===== src/verilog/stall_event_pkg.sv =====
package stall_event_pkg;

  localparam int NUM_REASONS  = 25;
  localparam int REASON_WIDTH = 5;
  localparam int NUM_STAGES   = 8;

  // Code equals bit index in every event vector
  typedef enum logic [REASON_WIDTH-1:0]
  {
    e_unknown           = 5'd0,
    e_interrupt         = 5'd1,
    e_exception         = 5'd2,
    e_eret              = 5'd3,
    e_long_haz          = 5'd4,
    e_dcache_rollback   = 5'd5,
    e_dcache_miss       = 5'd6,
    e_dtlb_miss         = 5'd7,
    e_struct_haz        = 5'd8,
    e_mul_dep           = 5'd9,
    e_load_dep          = 5'd10,
    e_data_haz          = 5'd11,
    e_control_haz       = 5'd12,
    e_mispredict        = 5'd13,
    e_fe_cmd_fence      = 5'd14,
    e_fe_cmd            = 5'd15,
    e_misaligned_fetch  = 5'd16,
    e_ret_override      = 5'd17,
    e_branch_override   = 5'd18,
    e_icache_fence      = 5'd19,
    e_icache_rollback   = 5'd20,
    e_icache_miss       = 5'd21,
    e_itlb_miss         = 5'd22,
    e_fe_wait_stall     = 5'd23,
    e_fe_queue_stall    = 5'd24
  } stall_reason_e;

  function automatic logic [NUM_REASONS-1:0] reason_bit(input stall_reason_e r);
    return {{(NUM_REASONS-1){1'b0}}, 1'b1} << r;
  endfunction

  // Traps hold every stage up to EX3
  localparam logic [NUM_REASONS-1:0] TRAP_MASK =
    reason_bit(e_exception) | reason_bit(e_eret) | reason_bit(e_interrupt);

  localparam logic [NUM_REASONS-1:0] IF1_MASK = TRAP_MASK
    | reason_bit(e_fe_wait_stall) | reason_bit(e_fe_queue_stall) | reason_bit(e_itlb_miss)
    | reason_bit(e_icache_rollback) | reason_bit(e_icache_miss) | reason_bit(e_icache_fence)
    | reason_bit(e_fe_cmd);

  localparam logic [NUM_REASONS-1:0] IF2_MASK = TRAP_MASK
    | reason_bit(e_fe_queue_stall) | reason_bit(e_itlb_miss) | reason_bit(e_icache_rollback)
    | reason_bit(e_icache_fence) | reason_bit(e_misaligned_fetch) | reason_bit(e_fe_cmd)
    | reason_bit(e_mispredict);

  localparam logic [NUM_REASONS-1:0] ISD_MASK = TRAP_MASK
    | reason_bit(e_mispredict) | reason_bit(e_itlb_miss) | reason_bit(e_icache_rollback)
    | reason_bit(e_icache_fence) | reason_bit(e_fe_cmd) | reason_bit(e_dcache_rollback)
    | reason_bit(e_branch_override) | reason_bit(e_ret_override);

  localparam logic [NUM_REASONS-1:0] EX1_MASK = TRAP_MASK
    | reason_bit(e_fe_cmd_fence) | reason_bit(e_icache_rollback) | reason_bit(e_mispredict)
    | reason_bit(e_dcache_miss) | reason_bit(e_long_haz) | reason_bit(e_mul_dep)
    | reason_bit(e_data_haz) | reason_bit(e_struct_haz) | reason_bit(e_control_haz)
    | reason_bit(e_load_dep) | reason_bit(e_dcache_rollback);

  // Control hazards span EX1 to EX3
  localparam logic [NUM_REASONS-1:0] EX2_MASK = TRAP_MASK
    | reason_bit(e_mispredict) | reason_bit(e_control_haz) | reason_bit(e_dcache_rollback);

  localparam logic [NUM_REASONS-1:0] EX3_MASK = TRAP_MASK
    | reason_bit(e_control_haz) | reason_bit(e_dcache_rollback);

  // Drain stages take nothing
  localparam logic [NUM_STAGES-1:0][NUM_REASONS-1:0] STAGE_MASK =
    '{'0, '0, EX3_MASK, EX2_MASK, EX1_MASK, ISD_MASK, IF2_MASK, IF1_MASK};

endpackage

===== src/verilog/trace_pkg.sv =====
package trace_pkg;

  import stall_event_pkg::*;

  localparam int PC_WIDTH    = 39;
  localparam int CYCLE_WIDTH = 30;
  localparam int HIST_WIDTH  = 32;
  localparam int DROP_WIDTH  = 32;

  localparam int TRACE_CREDITS = 4;
  localparam int CREDIT_WIDTH  = $clog2(TRACE_CREDITS + 2);

  // Record kind
  localparam logic TRACE_KIND_INSTR = 1'b0;
  localparam logic TRACE_KIND_STALL = 1'b1;

  typedef struct packed
  {
    logic [PC_WIDTH-REASON_WIDTH-1:0] pad;
    stall_reason_e                    code;
  } trace_stall_s;

  // Retired PC or reason, chosen by the record kind
  typedef union packed
  {
    logic [PC_WIDTH-1:0] pc;
    trace_stall_s        stall;
  } trace_payload_u;

endpackage


===== src/verilog/core_profiler.sv =====
`timescale 1ns/10ps

module core_profiler
  import stall_event_pkg::*;
  import trace_pkg::*;
(
  input  logic                   clk_i,
  input  logic                   rst_i,
  input  logic                   freeze_i,
  input  logic [NUM_REASONS-1:0] stall_events_i,
  input  logic                   commit_v_i,
  input  logic [PC_WIDTH-1:0]    commit_pc_i,
  input  stall_reason_e          hist_sel_i,
  input  logic                   trace_credit_i,
  output logic [HIST_WIDTH-1:0]  hist_count_o,
  output logic                   trace_v_o,
  output logic                   trace_kind_o,
  output logic [CYCLE_WIDTH-1:0] trace_cycle_o,
  output trace_payload_u         trace_payload_o,
  output logic [DROP_WIDTH-1:0]  drop_count_o
);

  logic                   commit_v_r;
  logic [PC_WIDTH-1:0]    commit_pc_r;
  logic [NUM_REASONS-1:0] attrib_vec;
  stall_reason_e          reason_code;

  // Commit arrives one cycle late, as the trap packet does
  always_ff @(posedge clk_i)
  begin
    if (rst_i)
    begin
      commit_v_r <= 1'b0;
    end
    else
    begin
      commit_v_r <= commit_v_i;
    end
  end

  always_ff @(posedge clk_i)
  begin
    commit_pc_r <= commit_pc_i;
  end

  stall_attrib_pipe u_attrib_pipe (
    .clk_i          (clk_i),
    .rst_i          (rst_i),
    .freeze_i       (freeze_i),
    .stall_events_i (stall_events_i),
    .attrib_vec_o   (attrib_vec)
  );

  stall_histogram u_histogram (
    .clk_i         (clk_i),
    .rst_i         (rst_i),
    .freeze_i      (freeze_i),
    .attrib_vec_i  (attrib_vec),
    .commit_v_i    (commit_v_r),
    .hist_sel_i    (hist_sel_i),
    .reason_code_o (reason_code),
    .hist_count_o  (hist_count_o)
  );

  trace_emitter u_trace_emitter (
    .clk_i           (clk_i),
    .rst_i           (rst_i),
    .freeze_i        (freeze_i),
    .commit_v_i      (commit_v_r),
    .commit_pc_i     (commit_pc_r),
    .reason_code_i   (reason_code),
    .trace_credit_i  (trace_credit_i),
    .trace_v_o       (trace_v_o),
    .trace_kind_o    (trace_kind_o),
    .trace_cycle_o   (trace_cycle_o),
    .trace_payload_o (trace_payload_o),
    .drop_count_o    (drop_count_o)
  );

endmodule


===== src/verilog/trace_emitter.sv =====
`timescale 1ns/10ps

module trace_emitter
  import stall_event_pkg::*;
  import trace_pkg::*;
(
  input  logic                   clk_i,
  input  logic                   rst_i,
  input  logic                   freeze_i,
  input  logic                   commit_v_i,
  input  logic [PC_WIDTH-1:0]    commit_pc_i,
  input  stall_reason_e          reason_code_i,
  input  logic                   trace_credit_i,
  output logic                   trace_v_o,
  output logic                   trace_kind_o,
  output logic [CYCLE_WIDTH-1:0] trace_cycle_o,
  output trace_payload_u         trace_payload_o,
  output logic [DROP_WIDTH-1:0]  drop_count_o
);

  logic [CYCLE_WIDTH-1:0]  cycle_r;
  logic [CREDIT_WIDTH-1:0] credit_r;
  logic [CREDIT_WIDTH-1:0] credit_n;
  logic                    send;
  logic                    drop;
  trace_payload_u          payload_n;

  // Free running, freeze does not stop it
  always_ff @(posedge clk_i)
  begin
    if (rst_i)
    begin
      cycle_r <= '0;
    end
    else
    begin
      cycle_r <= cycle_r + 1'b1;
    end
  end

  assign send = ~freeze_i & (credit_r != '0);
  assign drop = ~freeze_i & (credit_r == '0);

  always_comb
  begin
    credit_n = credit_r - CREDIT_WIDTH'(send) + CREDIT_WIDTH'(trace_credit_i);
    // Receiver never returns more than it was given
    if (credit_n > CREDIT_WIDTH'(TRACE_CREDITS))
    begin
      credit_n = CREDIT_WIDTH'(TRACE_CREDITS);
    end
  end

  always_comb
  begin
    payload_n = '0;
    if (commit_v_i)
    begin
      payload_n.pc = commit_pc_i;
    end
    else
    begin
      payload_n.stall.code = reason_code_i;
    end
  end

  always_ff @(posedge clk_i)
  begin
    if (rst_i)
    begin
      credit_r     <= CREDIT_WIDTH'(TRACE_CREDITS);
      trace_v_o    <= 1'b0;
      drop_count_o <= '0;
    end
    else
    begin
      credit_r  <= credit_n;
      trace_v_o <= send;
      if (drop && !(&drop_count_o))
      begin
        drop_count_o <= drop_count_o + 1'b1;
      end
    end
  end

  // Record fields hold until the next send
  always_ff @(posedge clk_i)
  begin
    if (send)
    begin
      trace_kind_o    <= commit_v_i ? TRACE_KIND_INSTR : TRACE_KIND_STALL;
      trace_cycle_o   <= cycle_r;
      trace_payload_o <= payload_n;
    end
  end

endmodule


===== src/verilog/stall_histogram.sv =====
`timescale 1ns/10ps

module stall_histogram
  import stall_event_pkg::*;
  import trace_pkg::*;
(
  input  logic                   clk_i,
  input  logic                   rst_i,
  input  logic                   freeze_i,
  input  logic [NUM_REASONS-1:0] attrib_vec_i,
  input  logic                   commit_v_i,
  input  stall_reason_e          hist_sel_i,
  output stall_reason_e          reason_code_o,
  output logic [HIST_WIDTH-1:0]  hist_count_o
);

  logic [HIST_WIDTH-1:0] hist_r [NUM_REASONS];
  logic                  count_en;

  // Lowest index wins, empty vector reads as unknown
  always_comb
  begin
    reason_code_o = e_unknown;
    for (int i = NUM_REASONS - 1; i >= 0; i--)
    begin
      if (attrib_vec_i[i])
      begin
        reason_code_o = stall_reason_e'(i);
      end
    end
  end

  // Only cycles that retired nothing are stalls
  assign count_en = ~freeze_i & ~commit_v_i;

  always_ff @(posedge clk_i)
  begin
    if (rst_i)
    begin
      for (int i = 0; i < NUM_REASONS; i++)
      begin
        hist_r[i] <= '0;
      end
    end
    else if (count_en && !(&hist_r[reason_code_o]))
    begin
      hist_r[reason_code_o] <= hist_r[reason_code_o] + 1'b1;
    end
  end

  // Codes above the last reason read as zero
  always_comb
  begin
    if (int'(hist_sel_i) < NUM_REASONS)
    begin
      hist_count_o = hist_r[hist_sel_i];
    end
    else
    begin
      hist_count_o = '0;
    end
  end

endmodule


===== src/verilog/stall_attrib_pipe.sv =====
`timescale 1ns/10ps

module stall_attrib_pipe
  import stall_event_pkg::*;
(
  input  logic                   clk_i,
  input  logic                   rst_i,
  input  logic                   freeze_i,
  input  logic [NUM_REASONS-1:0] stall_events_i,
  output logic [NUM_REASONS-1:0] attrib_vec_o
);

  logic [NUM_STAGES-1:0][NUM_REASONS-1:0] stage_r;
  logic [NUM_STAGES-1:0][NUM_REASONS-1:0] stage_n;

  // Shift down one stage and add the events that hold each stage
  always_comb
  begin
    for (int i = 0; i < NUM_STAGES; i++)
    begin
      if (i == 0)
      begin
        stage_n[i] = '0;
      end
      else
      begin
        stage_n[i] = stage_r[i-1];
      end
      stage_n[i] = stage_n[i] | (stall_events_i & STAGE_MASK[i]);
    end
  end

  always_ff @(posedge clk_i)
  begin
    if (rst_i | freeze_i)
    begin
      stage_r <= '0;
    end
    else
    begin
      stage_r <= stage_n;
    end
  end

  assign attrib_vec_o = stage_r[NUM_STAGES-1];

endmodule


===== config.mk =====
export PLATFORM = sky130hd
export DESIGN_NAME = core_profiler
export DESIGN_NICKNAME = d
export VERILOG_FILES = /design/src/verilog/stall_event_pkg.sv /design/src/verilog/trace_pkg.sv /design/src/verilog/core_profiler.sv /design/src/verilog/trace_emitter.sv /design/src/verilog/stall_histogram.sv /design/src/verilog/stall_attrib_pipe.sv
export SDC_FILE = /design/constraint.sdc
export NUM_CORES = 2
export LEC_CHECK = 0
export ABC_CLOCK_PERIOD_IN_PS = 8100
export BUFFER_PORTS_ARGS = -buffer_cell sky130_fd_sc_hd__buf_2
export CORE_MARGIN = 5
export CORE_UTILIZATION = 40
export DETAILED_ROUTE_END_ITERATION = 10
export PLACE_DENSITY_LB_ADDON = 0.15
export SYNTH_ARGS = -nofsm -noshare
export SYNTH_HDL_FRONTEND = slang
export SYNTH_SLANG_ARGS = --single-unit

===== constraint.sdc =====
create_clock -name clk_i -period 8.1 [get_ports clk_i]
set_input_delay 0 -clock clk_i [delete_from_list [all_inputs] [get_ports clk_i]]
set_output_delay 0 -clock clk_i [all_outputs]
set_load 0.05 [all_outputs]

==> metrics.txt <==
CTS sink count=1178; Area after DPL=60300 um^2; RSZ-0062 raised after global routing=no; CTS tree=done; worst slew pin tran=1300 ps; total track usage=31.5%; vias post-DR=44600; pre-CTS setup slack=1260 ps; hold path depth=3; initial core utilization=40.3%; pwr/cell area=223 nW/um^2; DRT Wirelength=236000 um; global-route wire length before repair=328000 um; Die H=382 um; peak supply drop=242 uV; critical path class=flop to flop; TritonRoute pass-1 iters=6; DP HPWL=141000 um; status=completed; maxcap violations=0; I/O Pins=209; final worst-path cycle share=88.9%; synth top area cells=edfxtp_1, dfxtp_1, mux4_2, nor2_1, and2_1; Final nets=4945; Mean Syn Cell Area=12.4 um^2; Data arrival, critical path=7690 ps; Horiz. Die Dim=382 um; RR Startpoint=u_attrib_pipe.attrib_vec_o[6]; CP endpoint kind=flop; hold buffer count at CTS=138; clk slew on worst S/H paths=60 ps; post-CTS resize count=0; die area=146000 um^2; CTS root buf=clkbuf_16; setup bufs post-CTS=0; Hold WC Path Type=input pin to flop; Finish-stage setup viols=0; Slew HR=13.0%; synthesized flop and latch total=1178; Synth Warn #=0; Hold EP=u_trace_emitter.trace_v_o; Netlist cell types=97; CTS buffer count=135; Post-synth EDFFs=920; Synth Cell Area=55500 um^2; Synth async-reset ratio=0%; CP Data Required Time=8580 ps; DRC=0; IO Port Bufs=206; leak pwr=23.7 nW; clk_lat worst skew=800 ps; DRT antenna net count=0; vias in the first global route=42700; post-synthesis sequential area ratio=59.1%; global route overflow=0; Clock Tree Buf Depth=3; First DRT Iteration DRCs=6606; mean number of vias per cell=6.58; GP Congestion=0.942; FF-to-FF End=u_histogram.hist_r[11][5]; R2R cell count=16; setup TNS=0 ps; num rows=136; leading area contributor after synthesis=edfxtp_1; setup ws final=898 ps; H-Tree Depth=4; layout cells sized above 1=22.0%; flop2flop setup slack=900 ps; initial antenna violation count=14; fin util=48.0%; core area=138000 um^2; pin count of the biggest net entering global routing=113; Slew Viols, Final=0; Synth Flop Type=edfxtp_1; Hold Crit Start=freeze_i; CP Max Fanout=18; final instance area=66100 um^2; DR WL/cell=34.8 um; Layout area overhead=19.1%; Yosys top cell area share=49.8%; Gate Count Post-Synth=4468; skew final=31.3 ps; Fmax=139 MHz; crit start category=flop; post-layout min period=7200 ps; Final Hold Fails=0
## layout make-up
cell class                      count  area (um^2)
Inverter                           53          199
Antenna cell                       10         25.0
Multi-Input combinational cell   2890        21600
Sequential cell                  1178        32800
Timing Repair Buffer              607         4830
Tap cell                         1794         2240
Clock inverter                     72          711
Fill cell                       12200        71600
Clock buffer                      174         3660
## report_power, final
group / total, W / internal [W] / switching (W) / leakage [nW]
Clock: 0.00613 / 0.00351 / 0.00262 / 2.13
Sequential: 0.00694 / 0.00681 / 0.000128 / 11.5
Combinational: 0.00169 / 0.000516 / 0.00117 / 10.1
Total: 0.0148 / 0.0108 / 0.00392 / 23.7
## sequential cells by signal, indices dropped and copies added, names as in the netlist
signal                           cells
u_trace_emitter.trace_cycle_o       30
u_trace_emitter.trace_payload_o     39
u_attrib_pipe.stage_r               83
commit_pc_r                         39
u_trace_emitter.trace_kind_o         1
u_trace_emitter.trace_v_o            1
u_attrib_pipe.attrib_vec_o          23
u_trace_emitter.drop_count_o        32
u_trace_emitter.cycle_r             30
u_trace_emitter.credit_r             3
u_attrib_pipe.stage_n               46
commit_v_r                           1
u_histogram.hist_r                 850
## cells by family after synthesis
kind of cell | share of synthesized area (%)
DFF | 59.1
xor gates and xnor gates | 1.12
buffers and inverters | 3.80
muxes | 11.5
AOI/OAI and AO/OA | 11.2
adders and majority gates | 0.149
and+or+nand+nor | 13.2
other | 0.00676
## layer usage
| metal | part of all wire [%] | vias to the layer above | wire length (um) | global-route usage (%) |
|---|---|---|---|---|
| met1 | 37 | 22300 | 86500 | 41.0 |
| met4 | 6.4 | 6 | 15100 | 17.4 |
| met2 | 43 | 3662 | 103000 | 47.1 |
| met3 | 14 | 839 | 31900 | 9.67 |
| li1 | - | 17800 | - | - |
| met5 | 0.015 | - | 35 | 0 |
## placed cells by master (no fill, tap or decap), drive strengths merged, types with 12 or more instances in the layout
cell type / Yosys / routed
edfxtp: 920 / 920
nor2: 566 / 566
buf: 187 / 469
dfxtp: 258 / 258
a21oi: 227 / 227
mux4: 224 / 224
nor3: 201 / 201
and2: 193 / 193
nand2: 187 / 187
clkbuf: 241 / 174
dlygate4sd3: 0 / 138
or3: 133 / 133
o21ai: 108 / 108
conb: 1 / 82
mux2: 79 / 79
a211oi: 79 / 79
o22ai: 69 / 69
o221ai: 62 / 62
inv: 53 / 60
nand3: 57 / 57
clkinv: 0 / 53
xor2: 45 / 45
mux2i: 42 / 42
o211ai: 42 / 42
nand4: 40 / 40
a31oi: 39 / 39
o21a: 35 / 35
a221o: 32 / 32
xnor2: 26 / 26
nor4: 25 / 25
and3: 24 / 24
nand2b: 24 / 24
o31ai: 17 / 17
a221oi: 16 / 16
o22a: 15 / 15
a21o: 14 / 14
a211o: 12 / 12
o2111ai: 12 / 12
## cell usage after synthesis, drive strengths merged, types with 14 or more instances
cell    count
nor3      201
xor2       45
nand3      57
and2      193
o21ai     108
o211ai     42
o221ai     62
and3       24
nor2      566
dfxtp     258
o22ai      69
inv        53
clkbuf    241
nor4       25
mux4      224
nand2     187
mux2       79
or3       133
mux2i      42
o21a       35
o31ai      17
a31oi      39
a211oi     79
a221oi     16
a221o      32
o22a       15
a21oi     227
buf       187
a21o       14
edfxtp    920
nand4      40
xnor2      26
nand2b     24
## worst max path at each step
stage,slack [ps],depth (start not counted),startpoint,to
floorplan,2170,21,u_attrib_pipe.attrib_vec_o[13],u_histogram.hist_r[0][0]
global placement,1340,16,u_attrib_pipe.attrib_vec_o[6],u_histogram.hist_r[11][5]
detailed placement,1260,16,u_attrib_pipe.attrib_vec_o[6],u_histogram.hist_r[11][14]
CTS,1210,16,u_attrib_pipe.attrib_vec_o[6],u_histogram.hist_r[11][5]
global route,930,16,u_attrib_pipe.attrib_vec_o[6],u_histogram.hist_r[11][2]
finish,900,16,u_attrib_pipe.attrib_vec_o[6],u_histogram.hist_r[11][5]
## per-stage QoR
stage / cells / total power, W / hold slack [ps]
final: 6778 / 0.0148 / 106
after floorplan: 4549 / 0.00804 / 27.7
after CTS: 6768 / 0.0148 / 48.5
after detailed placement: 6384 / 0.00867 / 104
after global placement: 6384 / 0.00865 / 102
after global routing: 6770 / 0.0151 / 116
## critical path: stages, from the launching register on
cell and delay (ps):
dfxtp_1 360, nor3_2 910, nand2_1 340, a21oi_2 630
nand2b_2 780, buf_4 460, o221ai_1 180, a22o_1 250
nor4_1 420, buf_4 230, nand3_1 190, nor3_1 670
nand4_2 140, buf_4 340, o21ai_4 420, buf_4 430
nor2_1 70
Power figures use the tool's default switching activity.
